$ cat config.mk
export PLATFORM = sky130hd
export DESIGN_NAME = access_ctrl_flat
export DESIGN_NICKNAME = d
export VERILOG_FILES = /design/src/hdl/parity_mem_pkg.sv /design/src/hdl/mem_if.sv /design/src/hdl/access_ctrl.sv /design/src/flat_wrapper.sv
export VERILOG_INCLUDE_DIRS = /design/src /design/src/hdl
export SDC_FILE = /design/constraint.sdc
export NUM_CORES = 1
export LEC_CHECK = 0
export ABC_CLOCK_PERIOD_IN_PS = 1100
export CAP_MARGIN = 10
export CORE_MARGIN = 5
export CORE_UTILIZATION = 33
export CTS_CLUSTER_SIZE = 30
export DETAILED_ROUTE_END_ITERATION = 10
export DONT_BUFFER_PORTS = 1
export PLACE_DENSITY_LB_ADDON = 0.05
export SLEW_MARGIN = 30
export SYNTH_ARGS = -nofsm -noshare
export SYNTH_HDL_FRONTEND = slang
export SYNTH_SLANG_ARGS = --single-unit
$ cat constraint.sdc
create_clock -name clk -period 1.1 [get_ports clk]
set_clock_uncertainty 0.1 [all_clocks]
set_input_delay 0.055 -clock clk [delete_from_list [all_inputs] [get_ports clk]]
set_output_delay 0.055 -clock clk [all_outputs]
set_load 0.02 [all_outputs]
$ cat src/hdl/parity_mem_config.svh
`ifndef PARITY_MEM_CONFIG_SVH
`define PARITY_MEM_CONFIG_SVH

// byte address width. [2:0] picks the lane, the rest picks the word.
`define PM_ADDR_W 10

// error counter width, saturates at all ones.
`define PM_CNT_W 8

`endif

$ cat src/hdl/parity_mem_pkg.sv
package parity_mem_pkg;

`include "parity_mem_config.svh"

    // command encoding on cmd_op.
    typedef enum logic [1:0] {
        op_nop    = 2'd0,
        op_write  = 2'd1,
        op_read   = 2'd2,
        op_inject = 2'd3
    } pm_op_e;

    // byte address, lane in the low three bits.
    typedef logic [`PM_ADDR_W-1:0] byte_addr_t;

    // word address, byte address without the lane bits.
    typedef logic [`PM_ADDR_W-4:0] word_addr_t;

    // user data, the eighth stored bit is parity.
    typedef logic [6:0] data_t;

    typedef logic [`PM_CNT_W-1:0] cnt_t;

endpackage

$ cat src/hdl/mem_if.sv
`timescale 1ns/1ns

// ~~~~~~~~~~~~~~~~~~~~~~~~~~~~~~~~~~~~~~~~~~~~~~~~~~~~~~~~~~~~~~~~~~~~~~~~~
// byte side, access_ctrl to lane_codec
// ~~~~~~~~~~~~~~~~~~~~~~~~~~~~~~~~~~~~~~~~~~~~~~~~~~~~~~~~~~~~~~~~~~~~~~~~~
interface byte_if;
    import parity_mem_pkg::*;

    byte_addr_t addr;
    logic       wr;
    logic       rd;
    logic       inject;
    data_t      wdata;
    data_t      rdata;
    logic       rerr;
    logic       rvalid;

    modport ctrl (output addr, wr, rd, inject, wdata, input rdata, rerr, rvalid);
    modport codec (input addr, wr, rd, inject, wdata, output rdata, rerr, rvalid);
endinterface


$ cat src/hdl/access_ctrl.sv
`timescale 1ns/1ns

module access_ctrl (
    input  logic                      clk,
    input  logic                      rst_n,
    input  logic                      cmd_valid,
    input  parity_mem_pkg::pm_op_e     cmd_op,
    input  parity_mem_pkg::byte_addr_t cmd_addr,
    input  parity_mem_pkg::data_t      cmd_data,
    byte_if.ctrl                      bus,
    output logic                      rsp_valid,
    output parity_mem_pkg::data_t      rsp_data,
    output logic                      rsp_err,
    output parity_mem_pkg::byte_addr_t rsp_addr
);
    import parity_mem_pkg::*;

    logic wr_d;
    logic rd_d;
    logic inject_d;

    // ~~~~~~~~~~~~~~~~~~~~~~~~~~~~~~~~~~~~~~~~~~~~~~~~~~~~~~~~~~~~~~~~~~~~~
    // stage 1, decode and register the command
    // ~~~~~~~~~~~~~~~~~~~~~~~~~~~~~~~~~~~~~~~~~~~~~~~~~~~~~~~~~~~~~~~~~~~~~
    always_comb begin
        wr_d     = 1'b0;
        rd_d     = 1'b0;
        inject_d = 1'b0;
        if (cmd_valid) begin
            case (cmd_op)
                op_write:  wr_d     = 1'b1;
                op_read:   rd_d     = 1'b1;
                op_inject: inject_d = 1'b1;
                default:   ;  // nop.
            endcase
        end
    end

    always_ff @(posedge clk) begin
        if (!rst_n) begin
            bus.wr     <= 1'b0;
            bus.rd     <= 1'b0;
            bus.inject <= 1'b0;
        end else begin
            bus.wr     <= wr_d;
            bus.rd     <= rd_d;
            bus.inject <= inject_d;
        end
    end

    always_ff @(posedge clk) begin
        if (cmd_valid) begin
            bus.addr  <= cmd_addr;
            bus.wdata <= cmd_data;
        end
    end

    // ~~~~~~~~~~~~~~~~~~~~~~~~~~~~~~~~~~~~~~~~~~~~~~~~~~~~~~~~~~~~~~~~~~~~~
    // stage 2, read address rides along with the array read
    // ~~~~~~~~~~~~~~~~~~~~~~~~~~~~~~~~~~~~~~~~~~~~~~~~~~~~~~~~~~~~~~~~~~~~~
    always_ff @(posedge clk) begin
        if (bus.rd) begin
            rsp_addr <= bus.addr;
        end
    end

    assign rsp_valid = bus.rvalid;
    assign rsp_data  = bus.rdata;
    assign rsp_err   = bus.rerr;  // already qualified by rvalid.

endmodule

$ cat src/flat_wrapper.sv
// flat-port wrapper written by rule: the top's interface ports become plain ports
module access_ctrl_flat import parity_mem_pkg::*;
  (clk, rst_n, cmd_valid, cmd_op, cmd_addr, cmd_data, rsp_valid, rsp_data, rsp_err, rsp_addr, bus_addr, bus_wr, bus_rd, bus_inject, bus_wdata, bus_rdata, bus_rerr, bus_rvalid);
  byte_if bus_i ();
  input  logic clk;
  input  logic rst_n;
  input  logic cmd_valid;
  input  parity_mem_pkg::pm_op_e cmd_op;
  input  parity_mem_pkg::byte_addr_t cmd_addr;
  input  parity_mem_pkg::data_t cmd_data;
  output logic rsp_valid;
  output parity_mem_pkg::data_t rsp_data;
  output logic rsp_err;
  output parity_mem_pkg::byte_addr_t rsp_addr;
  output wire logic [$bits(bus_i.addr)-1:0] bus_addr;
  output wire logic [$bits(bus_i.wr)-1:0] bus_wr;
  output wire logic [$bits(bus_i.rd)-1:0] bus_rd;
  output wire logic [$bits(bus_i.inject)-1:0] bus_inject;
  output wire logic [$bits(bus_i.wdata)-1:0] bus_wdata;
  input wire logic [$bits(bus_i.rdata)-1:0] bus_rdata;
  input wire logic [$bits(bus_i.rerr)-1:0] bus_rerr;
  input wire logic [$bits(bus_i.rvalid)-1:0] bus_rvalid;
  assign bus_addr = bus_i.addr;
  assign bus_wr = bus_i.wr;
  assign bus_rd = bus_i.rd;
  assign bus_inject = bus_i.inject;
  assign bus_wdata = bus_i.wdata;
  assign bus_i.rdata = bus_rdata;
  assign bus_i.rerr = bus_rerr;
  assign bus_i.rvalid = bus_rvalid;
  access_ctrl u_core (.clk(clk), .rst_n(rst_n), .cmd_valid(cmd_valid), .cmd_op(cmd_op), .cmd_addr(cmd_addr), .cmd_data(cmd_data), .bus(bus_i), .rsp_valid(rsp_valid), .rsp_data(rsp_data), .rsp_err(rsp_err), .rsp_addr(rsp_addr));
endmodule
==> impl_metrics.env <==
export IMPL_initial_core_util_pct=34.8
export IMPL_max_slew_margin_rel_pct=85.0
export IMPL_p_sw_uw=454
export IMPL_synth_avg_cell_area_sq_um=23.1
export IMPL_period_minus_slack_ns=1.05
export IMPL_cp_top_family="flip-flops"
export IMPL_nets=103
export IMPL_crit_cells=1
export IMPL_grt_max_degree=21
export IMPL_antenna_found_initial=0
export IMPL_gp_congestion=0.657
export IMPL_total_power_mw=2.11
export IMPL_die_area_sq_mm=0.00412
export IMPL_synth_area_leaders="edfxtp_1, buf_4, dfxtp_1"
export IMPL_cts_sinks=30
export IMPL_synth_top_area_share_pct=83.7
export IMPL_cpPeakStageDelay_ns=0.42
export IMPL_cts_tree="yes"
export IMPL_clockBufferDepth=2
export IMPL_p_leak_nw=0.468
export IMPL_synth_area_leader_cell="edfxtp_1"
export IMPL_ctsResizeCount=0
export IMPL_tns_ns=0
export IMPL_vias_per_cell=4.52
export IMPL_hold_viol=20
export IMPL_ys_seq_elements=30
export IMPL_worst_path_buf_inv=1
export IMPL_routedWlPerCell_um=19.0
export IMPL_p_per_area_mw_per_mm2=1640
export IMPL_grt_usage_pct=9.36
export IMPL_fin_crit_sh_pct=95.8
export IMPL_slowest_stage="edfxtp_1"
export IMPL_arrival_ns=0.90
export IMPL_timing_fmax_mhz=949
export IMPL_ys_warn_count=0
export IMPL_holdWs_ns=-0.244
export IMPL_firstDrtPassIters=2
export IMPL_min_path_cells=0
export IMPL_p_seq_share_pct=66.3
export IMPL_max_cap_violations=0
export IMPL_cp_end_kind="primary output"
export IMPL_root_buffer="clkbuf_4"
export IMPL_drive_gt1_share_pct=26.4
export IMPL_start_kind="register"
export IMPL_n_fill_cell=240
export IMPL_areaGrowthSynthToFinish_pct=32.7
export IMPL_core_sq_mm=0.00278
export IMPL_cts_htree_levels=2
export IMPL_tightest_slew_ns=0.225
export IMPL_status="finished, violations left"
export IMPL_cp_required_ns=0.94
export IMPL_irDropWorstVdd_v=0.000998
export IMPL_finalMaxSlewViolations=0
export IMPL_die_w_um=64.2
export IMPL_cts_buffers_inserted=5
export IMPL_grt_pass1_wl_um=2810
export IMPL_num_antenna_cells=0
export IMPL_io_pin_count=70
export IMPL_clk_pin_slew_ns=0.08
export IMPL_die_h_um=64.2
export IMPL_violations="negative hold slack"
export IMPL_clk_latency_ns=0.30
export IMPL_ff2ff_path_depth=1
export IMPL_pwr_share_comb_pct=7.4
export IMPL_p_clk_share_pct=26.3
export IMPL_antenna_left=0
export IMPL_setup_violations=0
export IMPL_hold_buffers=19
export IMPL_num_vias=466
export IMPL_synthCells=42
export IMPL_crit_chain="buf_4"
export IMPL_grt_remaining_overflow=0
export IMPL_drc=0
export IMPL_synth_seq_area_share_pct=89.9
export IMPL_grt_pass1_vias=532
export IMPL_drt_iter0_markers=11
export IMPL_drt_wl_total_um=1960
export IMPL_swShare_pct=21.5
export IMPL_io_buffer_count=0
export IMPL_rows=19
export IMPL_cp_max_fo=2
export IMPL_hold_path_class="input pin to register"
export IMPL_synthDistinctLibCells=5
export IMPL_critPathKind="register to primary output"
export IMPL_p_int_mw=1.65
export IMPL_netlist_area_sq_um=968
export IMPL_synth_nets=73
synthesized netlist by cell type:
cell / count
edfxtp_1: 27
buf_4: 9
dfxtp_1: 3
and4b_1: 2
and4_2: 1
logic make-up (layout without fill, tap and decap cells):
family | after synthesis | count (layout) | share of synthesized area (%)
buf+inv | 9 | 39 | 6.98
simple gates | 3 | 3 | 3.10
flops | 30 | 30 | 89.9
layout by cell type (no fill, tap or decap), drive strengths merged:
master,n
dlygate4sd3,19
clkbuf,7
and4b,2
buf,13
edfxtp,27
and4,1
dfxtp,3
registers in the layout, indices dropped and copies added, names as in the netlist:
register           count
u_core.bus.wdata       7
u_core.bus.rd          1
u_core.bus.inject      1
u_core.rsp_addr       10
u_core.bus.wr          1
u_core.bus.addr       10
cell type report:
cell class / instances / area, sq um / share of cell area, %
Multi-Input combinational cell: 3 / 30.0 / 2.34
Tap cell: 31 / 38.8 / 3.02
Clock buffer: 7 / 45.0 / 3.51
Timing Repair Buffer: 32 / 300 / 23.4
Sequential cell: 30 / 871 / 67.8
stage by stage:
step / instance area (sq um) / worst slack [ns] / util, % / instances / hold WS, ns
after detailed placement: 1030 / 0.179 / 37.2 / 75 / 0.0102
final: 1280 / 0.0461 / 46.2 / 103 / -0.244
after global routing: 1280 / -0.00519 / 46.2 / 103 / -0.280
after global placement: 1030 / 0.187 / 37.2 / 75 / 0.0102
after floorplan: 968 / 0.0137 / - / 42 / 0.0539
after CTS: 1270 / 0.0131 / 45.7 / 101 / -0.267
worst paths after layout:
path	from	endpoint	slack, ns
max reg2reg	u_core.bus.rd	u_core.rsp_addr[4]	0.17
min reg2reg	u_core.bus.addr[9]	u_core.rsp_addr[9]	0.36
max	u_core.bus.addr[4]	bus_addr[4]	0.05
min	cmd_valid	u_core.bus.addr[8]	-0.24
routing by layer:
metal  vias to the layer above  part of all wire [%]  GRT usage, %
li1                        210                     -             -
met3                         5                    14          7.01
met1                       206                    25          5.93
met2                        45                    60          18.2
met4                         0                   1.1          4.58
met5                         -                     0             0
timing repair:
item	CTS	global route
setup buffers	0	2
hold endpoints to repair	37	20
endpoints found under the setup margin	0	2
power by group through the flow:
stage                     Clock, mW  Combinational [mW]  Sequential (mW)
after floorplan                   0              0.0507             1.45
after global placement            0              0.0963             1.42
after detailed placement          0              0.0956             1.43
after CTS                     0.587               0.151             1.40
after global routing          0.653               0.164             1.40
final                         0.554               0.156             1.40
(Power assumes the default switching activity.)
