==> config.mk <==
export PLATFORM = sky130hd
export DESIGN_NAME = lane_codec_flat
export DESIGN_NICKNAME = d
export VERILOG_FILES = /design/src/hdl/parity_mem_pkg.sv /design/src/hdl/mem_if.sv /design/src/hdl/lane_codec.sv /design/src/flat_wrapper.sv
export VERILOG_INCLUDE_DIRS = /design/src /design/src/hdl
export SDC_FILE = /design/constraint.sdc
export NUM_CORES = 1
export LEC_CHECK = 0
export BUFFER_PORTS_ARGS = -buffer_cell sky130_fd_sc_hd__buf_2
export CAP_MARGIN = 20
export CORE_ASPECT_RATIO = 0.75
export CORE_MARGIN = 3
export CORE_UTILIZATION = 34
export CTS_CLUSTER_SIZE = 30
export DETAILED_ROUTE_END_ITERATION = 10
export PLACE_DENSITY_LB_ADDON = 0.15
export SYNTH_ARGS = -nofsm -noshare
export SYNTH_HDL_FRONTEND = slang
export SYNTH_SLANG_ARGS = --single-unit
==> constraint.sdc <==
create_clock -name clk -period 2.3 [get_ports clk]
set_input_delay 0.115 -clock clk [delete_from_list [all_inputs] [get_ports clk]]
set_output_delay 0.115 -clock clk [all_outputs]
set_load 0.01 [all_outputs]
==> src/hdl/parity_mem_config.svh <==
`ifndef PARITY_MEM_CONFIG_SVH
`define PARITY_MEM_CONFIG_SVH

// byte address width. [2:0] picks the lane, the rest picks the word.
`define PM_ADDR_W 10

// error counter width, saturates at all ones.
`define PM_CNT_W 8

`endif

==> src/hdl/parity_mem_pkg.sv <==
package parity_mem_pkg;

`include "parity_mem_config.svh"

    // command encoding on cmd_op.
    typedef enum logic [1:0] {
        op_nop    = 2'd0,
        op_write  = 2'd1,
        op_read   = 2'd2,
        op_inject = 2'd3
    } pm_op_e;

    // byte address, lane in the low three bits.
    typedef logic [`PM_ADDR_W-1:0] byte_addr_t;

    // word address, byte address without the lane bits.
    typedef logic [`PM_ADDR_W-4:0] word_addr_t;

    // user data, the eighth stored bit is parity.
    typedef logic [6:0] data_t;

    typedef logic [`PM_CNT_W-1:0] cnt_t;

endpackage

==> src/hdl/mem_if.sv <==
`timescale 1ns/1ns

// ~~~~~~~~~~~~~~~~~~~~~~~~~~~~~~~~~~~~~~~~~~~~~~~~~~~~~~~~~~~~~~~~~~~~~~~~~
// byte side, access_ctrl to lane_codec
// ~~~~~~~~~~~~~~~~~~~~~~~~~~~~~~~~~~~~~~~~~~~~~~~~~~~~~~~~~~~~~~~~~~~~~~~~~
interface byte_if;
    import parity_mem_pkg::*;

    byte_addr_t addr;
    logic       wr;
    logic       rd;
    logic       inject;
    data_t      wdata;
    data_t      rdata;
    logic       rerr;
    logic       rvalid;

    modport ctrl (output addr, wr, rd, inject, wdata, input rdata, rerr, rvalid);
    modport codec (input addr, wr, rd, inject, wdata, output rdata, rerr, rvalid);
endinterface

// ~~~~~~~~~~~~~~~~~~~~~~~~~~~~~~~~~~~~~~~~~~~~~~~~~~~~~~~~~~~~~~~~~~~~~~~~~
// word side, lane_codec to word_array
// ~~~~~~~~~~~~~~~~~~~~~~~~~~~~~~~~~~~~~~~~~~~~~~~~~~~~~~~~~~~~~~~~~~~~~~~~~
interface word_if;
    import parity_mem_pkg::*;

    word_addr_t  waddr;
    logic [7:0]  lane_we;  // one-hot.
    logic [63:0] wword;    // encoded byte in every lane.
    logic        re;
    logic [63:0] rword;

    modport codec (output waddr, lane_we, wword, re, input rword);
    modport array (input waddr, lane_we, wword, re, output rword);
endinterface

==> src/hdl/lane_codec.sv <==
`timescale 1ns/1ns

module lane_codec (
    input  logic   clk,
    input  logic   rst_n,
    byte_if.codec bus,
    word_if.codec mem
);
    import parity_mem_pkg::*;

    logic       parity;
    logic [7:0] enc_byte;
    logic       rd_q;
    logic [2:0] lane_q;
    logic [7:0] stored;
    data_t      stored_data;

    // ~~~~~~~~~~~~~~~~~~~~~~~~~~~~~~~~~~~~~~~~~~~~~~~~~~~~~~~~~~~~~~~~~~~~~
    // write path
    // ~~~~~~~~~~~~~~~~~~~~~~~~~~~~~~~~~~~~~~~~~~~~~~~~~~~~~~~~~~~~~~~~~~~~~
    assign parity   = (^bus.wdata) ^ bus.inject;  // even parity, flipped on inject.
    assign enc_byte = {parity, bus.wdata};

    assign mem.waddr   = word_addr_t'(bus.addr >> 3);
    assign mem.wword   = {8{enc_byte}};
    assign mem.lane_we = (bus.wr || bus.inject) ? (8'b1 << bus.addr[2:0]) : 8'b0;
    assign mem.re      = bus.rd;

    // ~~~~~~~~~~~~~~~~~~~~~~~~~~~~~~~~~~~~~~~~~~~~~~~~~~~~~~~~~~~~~~~~~~~~~
    // read path, lane select follows the registered array word
    // ~~~~~~~~~~~~~~~~~~~~~~~~~~~~~~~~~~~~~~~~~~~~~~~~~~~~~~~~~~~~~~~~~~~~~
    always_ff @(posedge clk) begin
        if (!rst_n) begin
            rd_q <= 1'b0;
        end else begin
            rd_q <= bus.rd;
        end
    end

    always_ff @(posedge clk) begin
        if (bus.rd) begin
            lane_q <= bus.addr[2:0];
        end
    end

    assign stored      = mem.rword[lane_q*8 +: 8];
    assign stored_data = stored[6:0];

    assign bus.rvalid = rd_q;
    assign bus.rdata  = stored_data;
    assign bus.rerr   = rd_q & (^stored);  // odd count of ones means bad parity.

endmodule

==> src/flat_wrapper.sv <==
// flat-port wrapper written by rule: the top's interface ports become plain ports
module lane_codec_flat import parity_mem_pkg::*;
  (clk, rst_n, bus_addr, bus_wr, bus_rd, bus_inject, bus_wdata, bus_rdata, bus_rerr, bus_rvalid, mem_waddr, mem_lane_we, mem_wword, mem_re, mem_rword);
  byte_if bus_i ();
  word_if mem_i ();
  input  logic clk;
  input  logic rst_n;
  input wire logic [$bits(bus_i.addr)-1:0] bus_addr;
  input wire logic [$bits(bus_i.wr)-1:0] bus_wr;
  input wire logic [$bits(bus_i.rd)-1:0] bus_rd;
  input wire logic [$bits(bus_i.inject)-1:0] bus_inject;
  input wire logic [$bits(bus_i.wdata)-1:0] bus_wdata;
  output wire logic [$bits(bus_i.rdata)-1:0] bus_rdata;
  output wire logic [$bits(bus_i.rerr)-1:0] bus_rerr;
  output wire logic [$bits(bus_i.rvalid)-1:0] bus_rvalid;
  output wire logic [$bits(mem_i.waddr)-1:0] mem_waddr;
  output wire logic [$bits(mem_i.lane_we)-1:0] mem_lane_we;
  output wire logic [$bits(mem_i.wword)-1:0] mem_wword;
  output wire logic [$bits(mem_i.re)-1:0] mem_re;
  input wire logic [$bits(mem_i.rword)-1:0] mem_rword;
  assign bus_i.addr = bus_addr;
  assign bus_i.wr = bus_wr;
  assign bus_i.rd = bus_rd;
  assign bus_i.inject = bus_inject;
  assign bus_i.wdata = bus_wdata;
  assign bus_rdata = bus_i.rdata;
  assign bus_rerr = bus_i.rerr;
  assign bus_rvalid = bus_i.rvalid;
  assign mem_waddr = mem_i.waddr;
  assign mem_lane_we = mem_i.lane_we;
  assign mem_wword = mem_i.wword;
  assign mem_re = mem_i.re;
  assign mem_i.rword = mem_rword;
  lane_codec u_core (.clk(clk), .rst_n(rst_n), .bus(bus_i), .mem(mem_i));
endmodule
==> results of run 1 <==
## final cells by class
cell class              instances  area share (%)
clock buffers                   4           2.473
well taps                      52           3.571
repair buffers                166           47.80
flip-flops and latches          4           6.044
multi-input cells              61           40.11
## cell usage after synthesis, drive strengths merged
cell | number | area [um^2]
nor2b | 3 | 18.77
and2 | 2 | 12.51
dfxtp | 1 | 20.02
mux2i | 4 | 40.04
mux2 | 4 | 48.79
o21ai | 1 | 5.000
buf | 78 | 613.1
xor3 | 1 | 23.77
o21bai | 1 | 7.510
edfxtp | 3 | 90.09
nor2 | 9 | 33.78
a311oi | 3 | 38.79
a211oi | 3 | 22.52
xnor3 | 1 | 22.52
nor3 | 2 | 10.01
nand2b | 3 | 21.27
nand2 | 1 | 3.750
xnor2 | 6 | 52.55
xor2 | 4 | 35.03
mux4 | 13 | 330.3
## how the worst min path moves through the flow
stage / startpoint / to / slack [ns]
3_5_place_dp: bus_addr[5] / mem_waddr[2] / 0.23
5_1_grt: bus_addr[0] / u_core.lane_q[0] / 0.12
3_3_place_gp: bus_addr[5] / mem_waddr[2] / 0.23
2_1_floorplan: bus_addr[0] / u_core.lane_q[0] / 0.21
6_report: bus_addr[0] / u_core.lane_q[0] / 0.11
4_1_cts: bus_addr[0] / u_core.lane_q[0] / 0.11
## report_power, final
group | switching [mW] | leakage (nW) | internal, mW | total [mW]
clock | 0.0368 | 0.0228 | 0.118 | 0.155
combinational | 0.255 | 0.956 | 0.300 | 0.555
sequential | 0.00630 | 0.0377 | 0.0842 | 0.0905
total | 0.298 | 1.02 | 0.503 | 0.801
## metrics by stage
step           utilization [%]  cells  TNS [ns]  setup WS, ns  hold WS (ns)
2_1_floorplan                -    143         0        0.1127        0.2139
3_3_place_gp             45.75    283  -0.07001      -0.07001        0.2301
3_5_place_dp             45.75    283  -0.09044      -0.09044        0.2301
4_1_cts                  46.82    287   -0.3104       -0.3104        0.1072
5_1_grt                  47.01    287   -0.3626       -0.3626        0.1156
6_report                 47.01    287   -0.2906       -0.2906        0.1093
## logic make-up after synthesis
kind of cell	after synthesis
AND/OR/NAND/NOR	20
flip-flops	4
AO/OA/AOI/OAI	8
XOR/XNOR	12
buffers and inverters	78
multiplexers	21
## worst max-delay path, stage by stage, from the launching register on
cell and delay [ns]:
edfxtp_1 0.38, buf_12 0.15, mux4_1 0.54, mux2_2 0.29
xor3_1 0.40, xnor3_1 0.21, and2_1 0.16, buf_2 0.13
## flip-flops by register name, indices dropped and copies added (netlist names)
register / cells
u_core.bus.rvalid: 1
u_core.lane_q: 3
## routing by layer
layer,part of all wire [%],up-vias,track usage (%),routed length [um]
met2,51,87,23.58,1876
met3,12,6,2.017,449
met5,0,-,0,0
li1,-,615,-,-
met1,37,516,15.29,1365
met4,0.32,0,3.165,12
==> metrics.csv, run 1 <==
stage,metric,value,unit
synthesis,synthMuxAreaShare,28.90,%
worst_setup_path,cp-startpoint,u_core.lane_q[1],
placement,gp_congestion,0.7395,
routing,via_per_inst,4.265,
layout,fin_nets,322,
pwr,vdd.ir_drop.worst,215.2,uV
pwr,power.leakage,1.017,nW
synthesis,synth-seq-area-share,7.593,%
run_status,violations,negative setup slack,
layout,regArea,110.1,um^2
routing,drtPass1Iterations,3,
synthesis,syn_area,1450,um^2
clocking,post_cts_buffers,0,
layout,layout_commonest_cell,buf_2,
pwr,total_power,0.8007,mW
synthesis,synthXorXnorAreaFrac,9.232,%
clocking,cts-root-buf,clkbuf_8,
layout,final_cell_area,1822,um^2
worst_setup_path,crit_type,flip-flop to output pin,
layout,syn_to_final_growth,25.63,%
clocking,cts.sinks,4,
clocking,clkTransAtPathRegs,0.04,ns
synthesis,synth_cell_type_count,26,
routing,drc,0,
synthesis,syn_inst,143,
clocking,ctsResizeCount,3,
worst_setup_path,critical_path_peak_fanout,8,
worst_setup_path,startpoint_type,flip-flop,
synthesis,yosys_warnings,0,
timing,finalSetupViolCount,1,
timing,fin_ws,-0.2906,ns
synthesis,syn_avg_cell_area,10.14,um^2
timing,finalCritPeriodShare,112.6,%
routing,drt-total-wl,3703,um
timing,period_needed,2.591,ns
placement,dpl_cell_area,1773,um^2
synthesis,synth_fa_ha_area_share,0,%
clocking,ctsHoldBuffers,0,
global_routing,grt_usage,12.87,%
clocking,clock_path_buffers,2,
pwr,powerDensity,439.5,nW/um^2
timing,hold_violations,0,
hold_path,min_path_cells,1,
die,initial_core_util,37.42,%
placement,io_buffers,160,
clocking,cts_tree,yes,
run,maxCapViolations,0,
synthesis,ys_seq_elements,4,
placement,dp_hpwl,3227,um
timing,worst_pin_slew,0.4791,ns
worst_setup_path,end_kind,output pin,
global_routing,grt_antenna_before_repair,0,
die,die_y,62.56,um
die,coreArea,3875,um^2
global_routing,grt_pass1_wl,5230,um
clocking,h-tree-depth,1,
routing,vias,1224,
die,die_width,81.41,um
layout,fillers,395,
routing,first_iter_violations,10,
worst_setup_path,worstPathRequired,2.18,ns
die,ios,175,
layout,final_cell_mix,"160 x buf_2, 9 x nor2_1, 8 x mux4_1, 6 x xnor2_1, 5 x mux4_2",
hold_path,hp-class,input pin to flip-flop,
run_status,status,"complete, but fails checks",
worst_setup_path,arrival,2.48,ns
die,die-area,5093,um^2
global_routing,grt_max_degree,18,
routing,ant_nets,0,
layout,multi_input_area,730.7,um^2
layout,diodes,0,
timing,finalMaxSlewViolations,0,
layout,drive_above_1_share,77.45,%
timing,rsz0062_at_grt,yes,
timing,maxSlewHeadroom,67.83,%
synthesis,synth_compound_area_share,5.091,%
clocking,numCtsBuffers,3,
synthesis,synth_top_family_by_area,buffers and inverters,
routing,wire_per_inst,12.90,um
timing,fmax,386.0,MHz
synthesis,synthSimpleGateAreaFrac,6.903,%
worst_setup_path,crit_path_end,bus_rerr,
global_routing,grt_overflow,0,
global_routing,first_global_vias,1069,
die,rows,19,
synthesis,syn-num-nets,229,
No activity file was read; power rests on OpenSTA's default activity.
==> run 2, diff against run 1 <==
- clock period: 2.3 -> 2.55 ns (I/O delays scaled with it)
==> run 2 against run 1 <==
The flow still finishes with violations (negative setup slack). Sequential power fell by 11%. Hold slack improved by 0.0065 ns. Cell count rose by 0.70%.
==> metrics.csv, run 2 (same netlist as run 1, synthesis figures left out) <==
stage,metric,value,unit,change
run_status,status,"complete, but fails checks",,
run_status,violations,negative setup slack,,
placement,gp_congestion,0.7446,,+0.69%
timing,maxSlewHeadroom,67.46,%,-0.38 points
die,initial_core_util,37.42,%,unchanged
worst_setup_path,crit_path_end,bus_rerr,,
layout,multi_input_area,723.2,um^2,-1.0%
timing,hold_violations,0,,unchanged
layout,diodes,0,,unchanged
layout,final_core_util,46.88,%,-0.13 points
routing,drtPass1Iterations,2,,-1
clocking,cts.sinks,4,,unchanged
routing,drc,0,,unchanged
routing,vias,1229,,+0.41%
timing,period_needed,2.627,ns,
worst_setup_path,startpoint_type,flip-flop,,
layout,regArea,110.1,um^2,unchanged
die,rows,19,,unchanged
clocking,numCtsBuffers,3,,unchanged
die,die_width,81.41,um,unchanged
clocking,clock_path_buffers,2,,unchanged
routing,drt-total-wl,3661,um,-1.1%
clocking,cts_tree,yes,,
worst_setup_path,critical_path_peak_fanout,7,,-1
global_routing,first_global_vias,1105,,+3.4%
clocking,h-tree-depth,1,,unchanged
die,coreArea,3875,um^2,unchanged
placement,io_buffers,160,,unchanged
layout,final_cell_mix,"160 x buf_2, 9 x mux4_2, 9 x nor2_1, 7 x buf_4, 6 x xnor2_1",,
global_routing,grt_overflow,0,,unchanged
timing,fmax,380.6,MHz,
pwr,power.leakage,1.014,nW,-0.29%
timing,fin_ws,-0.07734,ns,+0.2132 ns
hold_path,hold_start,bus_addr[0],,
layout,fillers,391,,-1.0%
hold_path,hp-class,input pin to flip-flop,,
clocking,clkTransAtPathRegs,0.03,ns,about the same
die,ios,175,,unchanged
routing,ant_nets,0,,unchanged
worst_setup_path,end_kind,output pin,,
layout,largest_register_ffs,3,,unchanged
global_routing,grt_usage,12.68,%,-0.19 points
layout,syn_to_final_growth,25.28,%,
placement,dp_slack,0.1331,ns,+0.2236 ns
global_routing,grt_antenna_before_repair,0,,unchanged
timing,worst_pin_slew,0.4847,ns,+0.005594 ns
global_routing,grt_max_degree,18,,unchanged
global_routing,grt_pass1_wl,5147,um,-1.6%
clocking,cts-root-buf,clkbuf_8,,
layout,fin_nets,324,,+0.62%
die,die-area,5093,um^2,unchanged
timing,finalCritPeriodShare,103.0,%,
worst_setup_path,arrival,2.50,ns,+0.02 ns
worst_setup_path,worstPathRequired,2.42,ns,+0.24 ns
layout,largest_register,u_core.lane_q,,
run,maxCapViolations,0,,unchanged
routing,via_per_inst,4.253,,-0.29%
pwr,vdd.ir_drop.worst,184.7,uV,-14%
layout,layout_commonest_cell,buf_2,,
routing,wire_per_inst,12.67,um,-1.8%
die,die_y,62.56,um,unchanged
routing,first_iter_violations,33,,+23
worst_setup_path,crit_type,flip-flop to output pin,,
placement,dp_hpwl,3111,um,-3.6%
timing,timing.hold.ws,0.1158,ns,+0.006539 ns
timing,finalMaxSlewViolations,0,,unchanged
layout,drive_above_1_share,79.32,%,+1.9 points
timing,rsz0062_at_grt,yes,,
pwr,powerDensity,400.5,nW/um^2,-8.9%
worst_setup_path,cp-startpoint,u_core.lane_q[1],,
timing,finalSetupViolCount,1,,unchanged
run 2: cell count changes in the layout (fill, tap and decap cells not counted):
cell | previous run | this run
mux4_1 | 8 | 4
mux4_2 | 5 | 9
buf_4 | 4 | 7
mux2_2 | 2 | 0
mux2_4 | 2 | 4
buf_12 | 2 | 1
run 2: what timing repair did:
item / CTS / global route
hold buffers: 0 / 0
buffers inserted: 0 / 4
endpoints found under the setup margin: 1 / 1
gates resized for setup: 0 / 10
pin swaps: 0 / 3
run 2: final cells by class:
cell class / instances / share of cell area (%)
clock buffers: 4 / 2.479
multi-input cells: 61 / 39.81
flip-flops and latches: 4 / 6.061
well taps: 52 / 3.581
repair buffers: 168 / 48.07
run 2: how the worst min path moves through the flow:
stage                                    to  slack (ns)  depth (start not counted)
final                      u_core.lane_q[0]        0.12                          1
after global routing       u_core.lane_q[0]        0.12                          1
after floorplan            u_core.lane_q[0]        0.23                          0
after CTS                 u_core.bus.rvalid        0.11                          2
after global placement         mem_waddr[2]        0.26                          0
after detailed placement       mem_waddr[2]        0.26                          0
run 2: layer usage:
| metal | part of all wire, % | wire length, um | GRT usage (%) | up-vias |
|---|---|---|---|---|
| li1 | - | - | - | 613 |
| met1 | 37 | 1337 | 14.12 | 529 |
| met2 | 51 | 1854 | 22.87 | 81 |
| met3 | 12 | 456 | 3.170 | 6 |
| met4 | 0.33 | 12 | 4.430 | 0 |
| met5 | 0 | 0 | 0 | - |
run 2: critical path: stages (launching register included):
cell	delay (ns)
edfxtp_1	0.40
buf_12	0.16
buf_4	0.14
mux4_2	0.42
mux2_4	0.28
xor3_1	0.39
xnor3_1	0.21
and2_1	0.14
buf_2	0.13
run 2: per-stage QoR:
stage | std cells | setup TNS [ns] | area, um^2 | power [mW]
finish | 289 | -0.07734 | 1817 | 0.7277
global route | 289 | -0.2138 | 1817 | 0.7949
CTS | 285 | -0.09995 | 1790 | 0.7200
detailed placement | 281 | 0 | 1745 | 0.5763
global placement | 281 | 0 | 1745 | 0.5778
floorplan | 143 | 0 | 1450 | 0.5118
run 2: power by group:
part | internal [mW] | total [mW] | leakage [nW] | switching (mW)
combinational | 0.277 | 0.509 | 0.953 | 0.232
clock | 0.107 | 0.138 | 0.0228 | 0.0317
sequential | 0.0758 | 0.0805 | 0.0377 | 0.00470
total | 0.459 | 0.728 | 1.01 | 0.268
