**src/hdl/parity_mem_config.svh**
```systemverilog
`ifndef PARITY_MEM_CONFIG_SVH
`define PARITY_MEM_CONFIG_SVH

// byte address width. [2:0] picks the lane, the rest picks the word.
`define PM_ADDR_W 10

// error counter width, saturates at all ones.
`define PM_CNT_W 8

`endif

```
**src/hdl/parity_mem_pkg.sv**
```systemverilog
package parity_mem_pkg;

`include "parity_mem_config.svh"

    // command encoding on cmd_op.
    typedef enum logic [1:0] {
        op_nop    = 2'd0,
        op_write  = 2'd1,
        op_read   = 2'd2,
        op_inject = 2'd3
    } pm_op_e;

    // byte address, lane in the low three bits.
    typedef logic [`PM_ADDR_W-1:0] byte_addr_t;

    // word address, byte address without the lane bits.
    typedef logic [`PM_ADDR_W-4:0] word_addr_t;

    // user data, the eighth stored bit is parity.
    typedef logic [6:0] data_t;

    typedef logic [`PM_CNT_W-1:0] cnt_t;

endpackage

```
**src/hdl/error_log.sv**
```systemverilog
`timescale 1ns/1ns

module error_log (
    input  logic                      clk,
    input  logic                      rst_n,
    input  logic                      rsp_valid,
    input  logic                      rsp_err,
    input  parity_mem_pkg::byte_addr_t rsp_addr,
    input  logic                      clear_log,
    output parity_mem_pkg::cnt_t       err_count,
    output parity_mem_pkg::byte_addr_t first_err_addr,
    output logic                      first_err_valid
);
    import parity_mem_pkg::*;

    localparam cnt_t cnt_max = '1;

    logic hit;

    assign hit = rsp_valid & rsp_err;

    always_ff @(posedge clk) begin
        if (!rst_n) begin
            err_count       <= '0;
            first_err_valid <= 1'b0;
        end else if (clear_log) begin
            err_count       <= '0;  // clear wins over a same cycle error.
            first_err_valid <= 1'b0;
        end else if (hit) begin
            if (err_count != cnt_max) begin
                err_count <= err_count + 1'b1;
            end
            first_err_valid <= 1'b1;
        end
    end

    // capture only while nothing is held.
    always_ff @(posedge clk) begin
        if (hit && !first_err_valid && !clear_log) begin
            first_err_addr <= rsp_addr;
        end
    end

endmodule

```
**config.mk**
```make
export PLATFORM = sky130hd
export DESIGN_NAME = error_log
export DESIGN_NICKNAME = d
export VERILOG_FILES = /design/src/hdl/parity_mem_pkg.sv /design/src/hdl/error_log.sv
export VERILOG_INCLUDE_DIRS = /design/src /design/src/hdl
export SDC_FILE = /design/constraint.sdc
export NUM_CORES = 1
export LEC_CHECK = 0
export BUFFER_PORTS_ARGS = -buffer_cell sky130_fd_sc_hd__buf_2
export CELL_PAD_IN_SITES_DETAIL_PLACEMENT = 1
export CELL_PAD_IN_SITES_GLOBAL_PLACEMENT = 1
export CORE_UTILIZATION = 31
export DETAILED_ROUTE_END_ITERATION = 8
export GPL_ROUTABILITY_DRIVEN = 0
export PLACE_DENSITY = 0.76
export SLEW_MARGIN = 20
export SYNTH_ARGS = -nofsm -noshare
export SYNTH_HDL_FRONTEND = slang
export SYNTH_SLANG_ARGS = --single-unit
```
**constraint.sdc**
```tcl
create_clock -name clk -period 1.6 [get_ports clk]
set_input_delay 0.16 -clock clk [delete_from_list [all_inputs] [get_ports clk]]
set_output_delay 0.16 -clock clk [all_outputs]
set_load 0.1 [all_outputs]
```
==> flow_summary.html, run 1 <==
<table>
<tr><th>Metric</th><th>Value</th></tr>
<tr><th colspan="2">Global route</th></tr>
<tr><td>Vias in the first global route</td><td>~660</td></tr>
<tr><td>First-pass GRT wire length</td><td>~3.0 mm</td></tr>
<tr><td>Number of antenna violations at the first check in global routing</td><td>0</td></tr>
<tr><td>Maximum number of pins on one net before global-route repair</td><td>12</td></tr>
<tr><td>Congestion Overflow GR</td><td>0</td></tr>
<tr><td>Overall track demand over capacity in global routing</td><td>between 10% and 20%</td></tr>
<tr><th colspan="2">Detailed routing</th></tr>
<tr><td>Post-route DRC</td><td>0</td></tr>
<tr><td>Avg WL per Cell</td><td>roughly 14 µm</td></tr>
<tr><td>Wirelength, routed</td><td>around 1.8 mm</td></tr>
<tr><td>Routed vias</td><td>between 600 and 700</td></tr>
<tr><td>First-iteration detailed-routing DRC count</td><td>2</td></tr>
<tr><td>First-pass detailed-route iteration total</td><td>5</td></tr>
<tr><td>Via density per instance</td><td>5.157</td></tr>
<tr><td>ANT nets after route</td><td>0</td></tr>
<tr><th colspan="2">Layout</th></tr>
<tr><td>Number of nets in the finished design</td><td>approximately 120</td></tr>
<tr><td>Summed area of non-filler cells in the final layout</td><td>1016 µm²</td></tr>
<tr><td>Commonest cells after routing, fill and taps aside</td><td>buf_2, edfxtp_1, dfxtp_2</td></tr>
<tr><td>Most frequent standard cell in the layout excluding fill and tap cells</td><td>buf_2</td></tr>
<tr><td>Diode count</td><td>0</td></tr>
<tr><td>Area delta synth-&gt;final</td><td>28.08%</td></tr>
<tr><td>Share of post-route cells with drive strength above 1</td><td>around half</td></tr>
<tr><th colspan="2">CTS</th></tr>
<tr><td>Post-CTS Repair Setup Buffers</td><td>0</td></tr>
<tr><td>Post-CTS sizing</td><td>0</td></tr>
<tr><td>Number of clock sinks seen by CTS</td><td>19</td></tr>
<tr><td>Root Buffer Master</td><td>clkbuf_4</td></tr>
<tr><td>Maximum buffer depth of the clock tree</td><td>2</td></tr>
<tr><td>Clock latency at the later pin of the worst-skew pair</td><td>0.30 ns</td></tr>
<tr><td>H-tree levels</td><td>1</td></tr>
<tr><td>Cts-stage hold buffer count</td><td>0</td></tr>
<tr><td>TritonCTS clock tree</td><td>built</td></tr>
<tr><td>CTS buffer count</td><td>3</td></tr>
<tr><td>Clock transition at the registers of the reported paths</td><td>between 0.1 and 0.15 ns</td></tr>
<tr><th colspan="2">Pwr</th></tr>
<tr><td>Static Leakage</td><td>around 0.41 nW</td></tr>
<tr><td>Cell Pwr Density</td><td>between 800 and 900 nW/µm²</td></tr>
<tr><td>Highest ir drop seen on vdd</td><td>around 410 µV</td></tr>
<tr><th colspan="2">Die</th></tr>
<tr><td>Vert. Die Dim</td><td>between 50 and 60 µm</td></tr>
<tr><td>Die area</td><td>2765 µm²</td></tr>
<tr><td>Starting Density</td><td>between 30% and 40%</td></tr>
<tr><td>Placement row count</td><td>17</td></tr>
<tr><td>Width of the chip</td><td>52.59 µm</td></tr>
<tr><td>Core Box Area</td><td>around 2300 µm²</td></tr>
<tr><td>Number of I/O pins</td><td>34</td></tr>
<tr><th colspan="2">Setup path</th></tr>
<tr><td>Worst setup path end</td><td>err_count[3]$_SDFFE_PP0P_</td></tr>
<tr><td>CP Max Fanout</td><td>6</td></tr>
<tr><td>Terminus of the critical flop-to-flop path</td><td>err_count[3]$_SDFFE_PP0P_</td></tr>
<tr><td>Critical Path Start Type</td><td>register</td></tr>
<tr><td>CP Capture Type</td><td>register</td></tr>
<tr><td>Register-to-register setup slack</td><td>~0.20 ns</td></tr>
<tr><td>Worst flop-to-flop path startpoint</td><td>err_count[0]$_SDFFE_PP0P_</td></tr>
<tr><td>Data arrival time of the worst path</td><td>1.59 ns</td></tr>
<tr><td>Type of the setup path with the least slack</td><td>register to register</td></tr>
<tr><td>Number of cells on the worst reg-to-reg path</td><td>4</td></tr>
<tr><td>WP data required</td><td>~1.8 ns</td></tr>
<tr><td>Start point of the critical path</td><td>err_count[0]$_SDFFE_PP0P_</td></tr>
<tr><th colspan="2">Yosys</th></tr>
<tr><td>YS warnings</td><td>0</td></tr>
<tr><td>Cells after Synth</td><td>65</td></tr>
<tr><td>Avg Cell Area, Syn</td><td>between 10 and 15 µm²</td></tr>
<tr><td>Basic-gate share of the synthesized area counting and, or, nand and nor cells</td><td>18.77%</td></tr>
<tr><td>Main combinational cell family by area after synthesis</td><td>simple AND/OR/NAND/NOR gates</td></tr>
<tr><td>Synthesized Nets</td><td>81</td></tr>
<tr><td>Sequential element share of the synthesized area</td><td>around three fifths</td></tr>
<tr><td>Synthesized-area fraction occupied by adder cells</td><td>approximately 1.6%</td></tr>
<tr><td>Multiplexer fraction of the synthesized cell area</td><td>between 2 and 3%</td></tr>
<tr><td>Library cells used by synthesis</td><td>28</td></tr>
<tr><td>Cell area after synthesis</td><td>~790 µm²</td></tr>
<tr><td>Synthesized flop and latch total</td><td>19</td></tr>
<tr><td>Compound-Gate Fraction of Synth Area</td><td>between 10% and 20%</td></tr>
<tr><td>Parity-gate share of the synthesized area counting xor and xnor cells</td><td>0%</td></tr>
<tr><th colspan="2">Timing</th></tr>
<tr><td>Time the worst path needs with I/O delays and setup</td><td>1.401 ns</td></tr>
<tr><td>Highest achievable clock rate</td><td>just over 700 MHz</td></tr>
<tr><td>Slew of the pin with the lowest slew margin</td><td>just under 0.5 ns</td></tr>
<tr><td>Final Cycle Share</td><td>between 80 and 90%</td></tr>
<tr><td>Final-layout setup total negative slack</td><td>0 ns</td></tr>
<tr><td>Hold Violations, Final</td><td>0</td></tr>
<tr><td>Max-slew violations</td><td>0</td></tr>
<tr><td>Clock Skew</td><td>around 0.013 ns</td></tr>
<tr><td>Unrepaired setup endpoints after global routing</td><td>no</td></tr>
<tr><td>Worst slew margin</td><td>between 60% and 70%</td></tr>
<tr><td>Number of endpoints failing setup at the final stage</td><td>0</td></tr>
<tr><th colspan="2">Worst hold path</th></tr>
<tr><td>Type of the most critical hold path</td><td>input pin to register</td></tr>
<tr><th colspan="2">Placement</th></tr>
<tr><td>DP Wirelength</td><td>between 1 and 1.5 mm</td></tr>
<tr><td>Total of buffers placed on input and output ports</td><td>33</td></tr>
<tr><td>Placed cell areas</td><td>around 1000 µm²</td></tr>
<tr><th colspan="2">Outcome</th></tr>
<tr><td>Result of the run</td><td>finished clean</td></tr>
<tr><th colspan="2">Run</th></tr>
<tr><td>Max Cap Viol</td><td>0</td></tr>
</table>
routing by layer:
metal / global-route usage, % / wire length [µm] / vias to the layer above
li1: - / - / 321
met1: 17.53 / 827 / 296
met3: 4.058 / 139 / 5
met5: 0 / 0 / -
met2: 26.37 / 773 / 33
met4: 6.579 / 37 / 0
cells in the mapped netlist (all sizes together):
master  number  area share, %
a211oi       4            3.8
a21boi       1           0.95
a21oi        6            4.3
a41oi        2            3.2
and2         1           0.79
and3         1           0.79
and4         3            3.3
and4b        1            1.3
buf          3            3.3
dfxtp        9             23
edfxtp      10             38
ha           1            1.6
inv          1           0.47
mux2i        2            2.5
nand2        5            2.4
nand2b       2            1.6
nand3        2            1.3
nand4        2            1.6
nor2         1           0.47
nor2b        1           0.79
nor3         3            1.9
nor4         1           0.79
nor4b        1            1.1
o21ai        1           0.63
or3          1           0.79
where the power goes:
| part | switching [mW] | total, mW | internal, mW |
|---|---|---|---|
| Combinational | 0.0877 | 0.111 | 0.0237 |
| Sequential | 0.00381 | 0.527 | 0.523 |
| Clock | 0.151 | 0.244 | 0.0932 |
| Total | 0.243 | 0.882 | 0.640 |
worst min-delay path by stage:
| stage | startpoint | end | slack, ns | depth (start not counted) |
|---|---|---|---|---|
| 2_1_floorplan | rsp_addr[0] | first_err_addr[0]$_DFFE_PP_ | 0.26 | 0 |
| 3_3_place_gp | rsp_addr[1] | first_err_addr[1]$_DFFE_PP_ | 0.34 | 1 |
| 3_5_place_dp | rsp_addr[8] | first_err_addr[8]$_DFFE_PP_ | 0.34 | 1 |
| 4_1_cts | rsp_addr[2] | first_err_addr[2]$_DFFE_PP_ | 0.02 | 1 |
| 5_1_grt | rsp_addr[7] | first_err_addr[7]$_DFFE_PP_ | 0.003 | 1 |
| 6_report | rsp_addr[2] | first_err_addr[2]$_DFFE_PP_ | 0.02 | 1 |
stage by stage:
step                util (%)  hold WS [ns]  setup slack (ns)  instances  power (mW)
finish                 43.82       0.02351            0.1994        127      0.8823
global route           43.82      0.003276           0.05571        127      0.9279
detailed placement     42.63        0.3396            0.2432        123      0.6508
floorplan                  -        0.2589          -0.01356         65      0.6179
global placement       42.63        0.3371            0.3013        123      0.6484
CTS                    43.82       0.01715            0.1770        127      0.8984
logic make-up after synthesis:
group | Yosys count
adders and majority gates | 1
AOI/OAI and AO/OA | 14
buffers and inverters | 4
DFF | 19
and+or+nand+nor | 25
muxes | 2
registers in the layout (all words and copies together) (netlist names):
name	flops
err_count	8
first_err_addr	10
first_err_valid	1
layout make-up:
type	instances	area, µm²
Fill cell	278	1303
Sequential cell	19	490.5
Multi-Input combinational cell	42	294.0
Timing Repair Buffer	33	165.2
Tap cell	28	35.03
Clock buffer	3	22.52
Clock inverter	1	5.005
Inverter	1	3.754
worst max-delay path: stages, from the launching register on:
cell	delay [ns]
dfxtp_2	0.36
ha_1	0.23
and4_1	0.29
a211oi_1	0.30
a211oi_1	0.11
Note: power is estimated with default switching activity, not from simulation.
==> run 2, diff against run 1 <==
--- a/config.mk
+++ b/config.mk
@@ -9,10 +9,12 @@
 export BUFFER_PORTS_ARGS = -buffer_cell sky130_fd_sc_hd__buf_2
 export CELL_PAD_IN_SITES_DETAIL_PLACEMENT = 1
 export CELL_PAD_IN_SITES_GLOBAL_PLACEMENT = 1
+export CORE_MARGIN = 2
 export CORE_UTILIZATION = 31
 export DETAILED_ROUTE_END_ITERATION = 8
 export GPL_ROUTABILITY_DRIVEN = 0
 export PLACE_DENSITY = 0.76
+export SETUP_SLACK_MARGIN = 0.2
 export SLEW_MARGIN = 20
 export SYNTH_ARGS = -nofsm -noshare
 export SYNTH_HDL_FRONTEND = slang
==> flow_summary.html, run 2 (synthesis gave the netlist of run 1 again) <==
<table>
<tr><th>Metric</th><th>Value</th></tr>
<tr><th colspan="2">Die</th></tr>
<tr><td>Vert. Die Dim</td><td>54.59 µm (was 52.59 µm)</td></tr>
<tr><td>Placement row count</td><td>18 (was 17)</td></tr>
<tr><td>Core Box Area</td><td>2455 µm² (was 2318 µm²)</td></tr>
<tr><td>Number of I/O pins</td><td>34 (unchanged)</td></tr>
<tr><td>Die area</td><td>2980 µm² (was 2765 µm²)</td></tr>
<tr><td>Width of the chip</td><td>54.59 µm (was 52.59 µm)</td></tr>
<tr><td>Starting Density</td><td>32.31% (was 34.21%)</td></tr>
<tr><th colspan="2">Layout</th></tr>
<tr><td>Commonest cells after routing, fill and taps aside</td><td>buf_2, edfxtp_1, dfxtp_4 (was buf_2, edfxtp_1, dfxtp_2)</td></tr>
<tr><td>Area delta synth-&gt;final</td><td>34.54% (was 28.08%)</td></tr>
<tr><td>Flip-flop count of the largest register, all copies and words added</td><td>10 (unchanged)</td></tr>
<tr><td>Largest registers</td><td>first_err_addr x10, err_count x8, first_err_valid x1 (unchanged)</td></tr>
<tr><td>Number of nets in the finished design</td><td>116 (unchanged)</td></tr>
<tr><td>Fill cell total of the finished layout</td><td>278 (unchanged)</td></tr>
<tr><td>Sequential standard cell area</td><td>511.7 µm² (was 490.5 µm²)</td></tr>
<tr><td>Most frequent standard cell in the layout excluding fill and tap cells</td><td>buf_2 (unchanged)</td></tr>
<tr><td>Share of post-route cells with drive strength above 1</td><td>53.54% (was 48.48%)</td></tr>
<tr><td>Diode count</td><td>0 (unchanged)</td></tr>
<tr><td>Multi-input combinational cell area</td><td>319.1 µm² (was 294.0 µm²)</td></tr>
<tr><td>Summed area of non-filler cells in the final layout</td><td>1067 µm² (was 1016 µm²)</td></tr>
<tr><td>Register with the most flip-flops</td><td>first_err_addr (unchanged)</td></tr>
<tr><td>Final core occ</td><td>43.48% (was 43.82%)</td></tr>
<tr><th colspan="2">Pwr</th></tr>
<tr><td>Cell Pwr Density</td><td>820.5 nW/µm² (was 868.4 nW/µm²)</td></tr>
<tr><td>Highest ir drop seen on vdd</td><td>466.8 µV (was 411.8 µV)</td></tr>
<tr><td>Static Leakage</td><td>0.4024 nW (was 0.4060 nW)</td></tr>
<tr><td>Total power of the final layout</td><td>0.8757 mW (was 0.8823 mW)</td></tr>
<tr><th colspan="2">Timing</th></tr>
<tr><td>Slew of the pin with the lowest slew margin</td><td>0.5110 ns (was 0.4909 ns)</td></tr>
<tr><td>Final-layout setup total negative slack</td><td>0 ns (unchanged)</td></tr>
<tr><td>Number of endpoints failing setup at the final stage</td><td>0 (unchanged)</td></tr>
<tr><td>Worst slew margin</td><td>65.82% (was 67.50%)</td></tr>
<tr><td>Unrepaired setup endpoints after global routing</td><td>no (unchanged)</td></tr>
<tr><td>Time the worst path needs with I/O delays and setup</td><td>1.333 ns (was 1.401 ns)</td></tr>
<tr><td>Max-slew violations</td><td>0 (unchanged)</td></tr>
<tr><td>Final Cycle Share</td><td>83.32% (was 87.54%)</td></tr>
<tr><td>Clock Skew</td><td>0.006336 ns (was 0.01253 ns)</td></tr>
<tr><td>Hold Violations, Final</td><td>0 (unchanged)</td></tr>
<tr><td>Highest achievable clock rate</td><td>750.1 MHz (was 714.0 MHz)</td></tr>
<tr><th colspan="2">Setup path</th></tr>
<tr><td>CP Capture Type</td><td>output pin (was register)</td></tr>
<tr><td>Type of the setup path with the least slack</td><td>register to output pin (was register to register)</td></tr>
<tr><td>Worst path bufs/invs</td><td>1 (was 0)</td></tr>
<tr><td>Worst setup path end</td><td>err_count[2] (was err_count[3]$_SDFFE_PP0P_)</td></tr>
<tr><td>Data arrival time of the worst path</td><td>1.17 ns (was 1.59 ns)</td></tr>
<tr><td>WP data required</td><td>1.44 ns (was 1.79 ns)</td></tr>
<tr><td>Worst flop-to-flop path startpoint</td><td>err_count[1]$_SDFFE_PP0P_ (was err_count[0]$_SDFFE_PP0P_)</td></tr>
<tr><td>Critical Path Start Type</td><td>register (unchanged)</td></tr>
<tr><td>Kind of cell with the highest combined delay on the critical path</td><td>buffers and inverters (was compound AO/OA/AOI/OAI gates)</td></tr>
<tr><td>Critical Path Slowest Stage Cell</td><td>buf_2 (was dfxtp_2)</td></tr>
<tr><td>Maximum cell stage delay along the critical path</td><td>0.44 ns (was 0.36 ns)</td></tr>
<tr><td>Cell-by-cell trace of the critical path</td><td>buf_2 (was ha_1 &gt; and4_1 &gt; a211oi_1 &gt; a211oi_1)</td></tr>
<tr><td>Instance count on the critical path</td><td>1 (was 4)</td></tr>
<tr><td>Number of cells on the worst reg-to-reg path</td><td>4 (unchanged)</td></tr>
<tr><td>Register-to-register setup slack</td><td>0.30 ns (was 0.20 ns)</td></tr>
<tr><td>Start point of the critical path</td><td>err_count[2]$_SDFFE_PP0P_ (was err_count[0]$_SDFFE_PP0P_)</td></tr>
<tr><td>Terminus of the critical flop-to-flop path</td><td>err_count[0]$_SDFFE_PP0P_ (was err_count[3]$_SDFFE_PP0P_)</td></tr>
<tr><td>CP Max Fanout</td><td>10 (was 6)</td></tr>
<tr><th colspan="2">Detailed routing</th></tr>
<tr><td>Via density per instance</td><td>5.163 (was 5.157)</td></tr>
<tr><td>First-pass detailed-route iteration total</td><td>4 (was 5)</td></tr>
<tr><td>ANT nets after route</td><td>0 (unchanged)</td></tr>
<tr><td>Post-route DRC</td><td>0 (unchanged)</td></tr>
<tr><td>Wirelength, routed</td><td>1.898 mm (was 1.777 mm)</td></tr>
<tr><td>First-iteration detailed-routing DRC count</td><td>5 (was 2)</td></tr>
<tr><td>Routed vias</td><td>666 (was 655)</td></tr>
<tr><td>Avg WL per Cell</td><td>14.71 µm (was 13.99 µm)</td></tr>
<tr><th colspan="2">Global route</th></tr>
<tr><td>Overall track demand over capacity in global routing</td><td>14.28% (was 15.29%)</td></tr>
<tr><td>Maximum number of pins on one net before global-route repair</td><td>13 (was 12)</td></tr>
<tr><td>Congestion Overflow GR</td><td>0 (unchanged)</td></tr>
<tr><td>Number of antenna violations at the first check in global routing</td><td>0 (unchanged)</td></tr>
<tr><td>Vias in the first global route</td><td>658 (was 656)</td></tr>
<tr><td>First-pass GRT wire length</td><td>2.967 mm (unchanged)</td></tr>
<tr><th colspan="2">CTS</th></tr>
<tr><td>Cts-stage hold buffer count</td><td>0 (unchanged)</td></tr>
<tr><td>Post-CTS sizing</td><td>0 (unchanged)</td></tr>
<tr><td>Post-CTS Repair Setup Buffers</td><td>0 (unchanged)</td></tr>
<tr><td>Clock latency at the later pin of the worst-skew pair</td><td>0.30 ns (about the same)</td></tr>
<tr><td>Clock transition at the registers of the reported paths</td><td>0.12 ns (about the same)</td></tr>
<tr><td>Root Buffer Master</td><td>clkbuf_4 (unchanged)</td></tr>
<tr><td>CTS buffer count</td><td>3 (unchanged)</td></tr>
<tr><td>Maximum buffer depth of the clock tree</td><td>2 (unchanged)</td></tr>
<tr><td>H-tree levels</td><td>1 (unchanged)</td></tr>
<tr><td>TritonCTS clock tree</td><td>built (unchanged)</td></tr>
<tr><td>Number of clock sinks seen by CTS</td><td>19 (unchanged)</td></tr>
<tr><th colspan="2">Outcome</th></tr>
<tr><td>Result of the run</td><td>finished clean (unchanged)</td></tr>
<tr><th colspan="2">Worst hold path</th></tr>
<tr><td>Type of the most critical hold path</td><td>input pin to register (unchanged)</td></tr>
<tr><th colspan="2">Run</th></tr>
<tr><td>Max Cap Viol</td><td>0 (unchanged)</td></tr>
<tr><th colspan="2">Placement</th></tr>
<tr><td>DP Wirelength</td><td>1.470 mm (was 1.339 mm)</td></tr>
<tr><td>Placed cell areas</td><td>1036 µm² (was 988.4 µm²)</td></tr>
<tr><td>Total of buffers placed on input and output ports</td><td>33 (unchanged)</td></tr>
</table>
## run 2: cell count changes in the layout (fill, tap and decap cells not counted), sizes merged
cell,before,now
clkinv,1,0
clkinvlp,0,1
## run 2: final cells by class
type                            instances  share of cell area, %
Sequential cell                        19                  47.95
Multi-Input combinational cell         42                  29.89
Timing Repair Buffer                   33                  15.47
Tap cell                               30                  3.517
Clock buffer                            3                  2.110
Clock inverter                          1                 0.7034
Inverter                                1                 0.3517
## run 2: report_power, final
| part | internal, mW | switching, mW |
|---|---|---|
| logic | 0.0240 | 0.0886 |
| clock network | 0.0950 | 0.153 |
| registers | 0.510 | 0.00454 |
## run 2: metrics by stage
step / instances / hold WS [ns] / worst slack (ns)
floorplan: 65 / 0.2589 / 0.2024
global placement: 125 / 0.3382 / 0.3308
detailed placement: 125 / 0.3396 / 0.2645
CTS: 129 / 0.01428 / 0.2421
global route: 129 / 0.006138 / 0.2235
finish: 129 / 0.02846 / 0.2669
## run 2: how the worst min path moves through the flow
stage	from	endpoint	slack, ns	depth (start not counted)
after floorplan	rsp_addr[0]	first_err_addr[0]$_DFFE_PP_	0.26	0
final	rsp_addr[5]	first_err_addr[5]$_DFFE_PP_	0.03	1
after CTS	rsp_addr[5]	first_err_addr[5]$_DFFE_PP_	0.01	1
after global routing	rsp_addr[5]	first_err_addr[5]$_DFFE_PP_	0.006	1
after global placement	rsp_addr[9]	first_err_addr[9]$_DFFE_PP_	0.34	1
after detailed placement	rsp_addr[5]	first_err_addr[5]$_DFFE_PP_	0.34	1
## run 2: per-layer routing
metal,GRT usage (%),vias up,wire (µm)
met5,0,-,0
met4,7.083,0,13
met3,2.459,2,87
met2,24.01,18,994
met1,17.41,325,802
li1,-,321,-
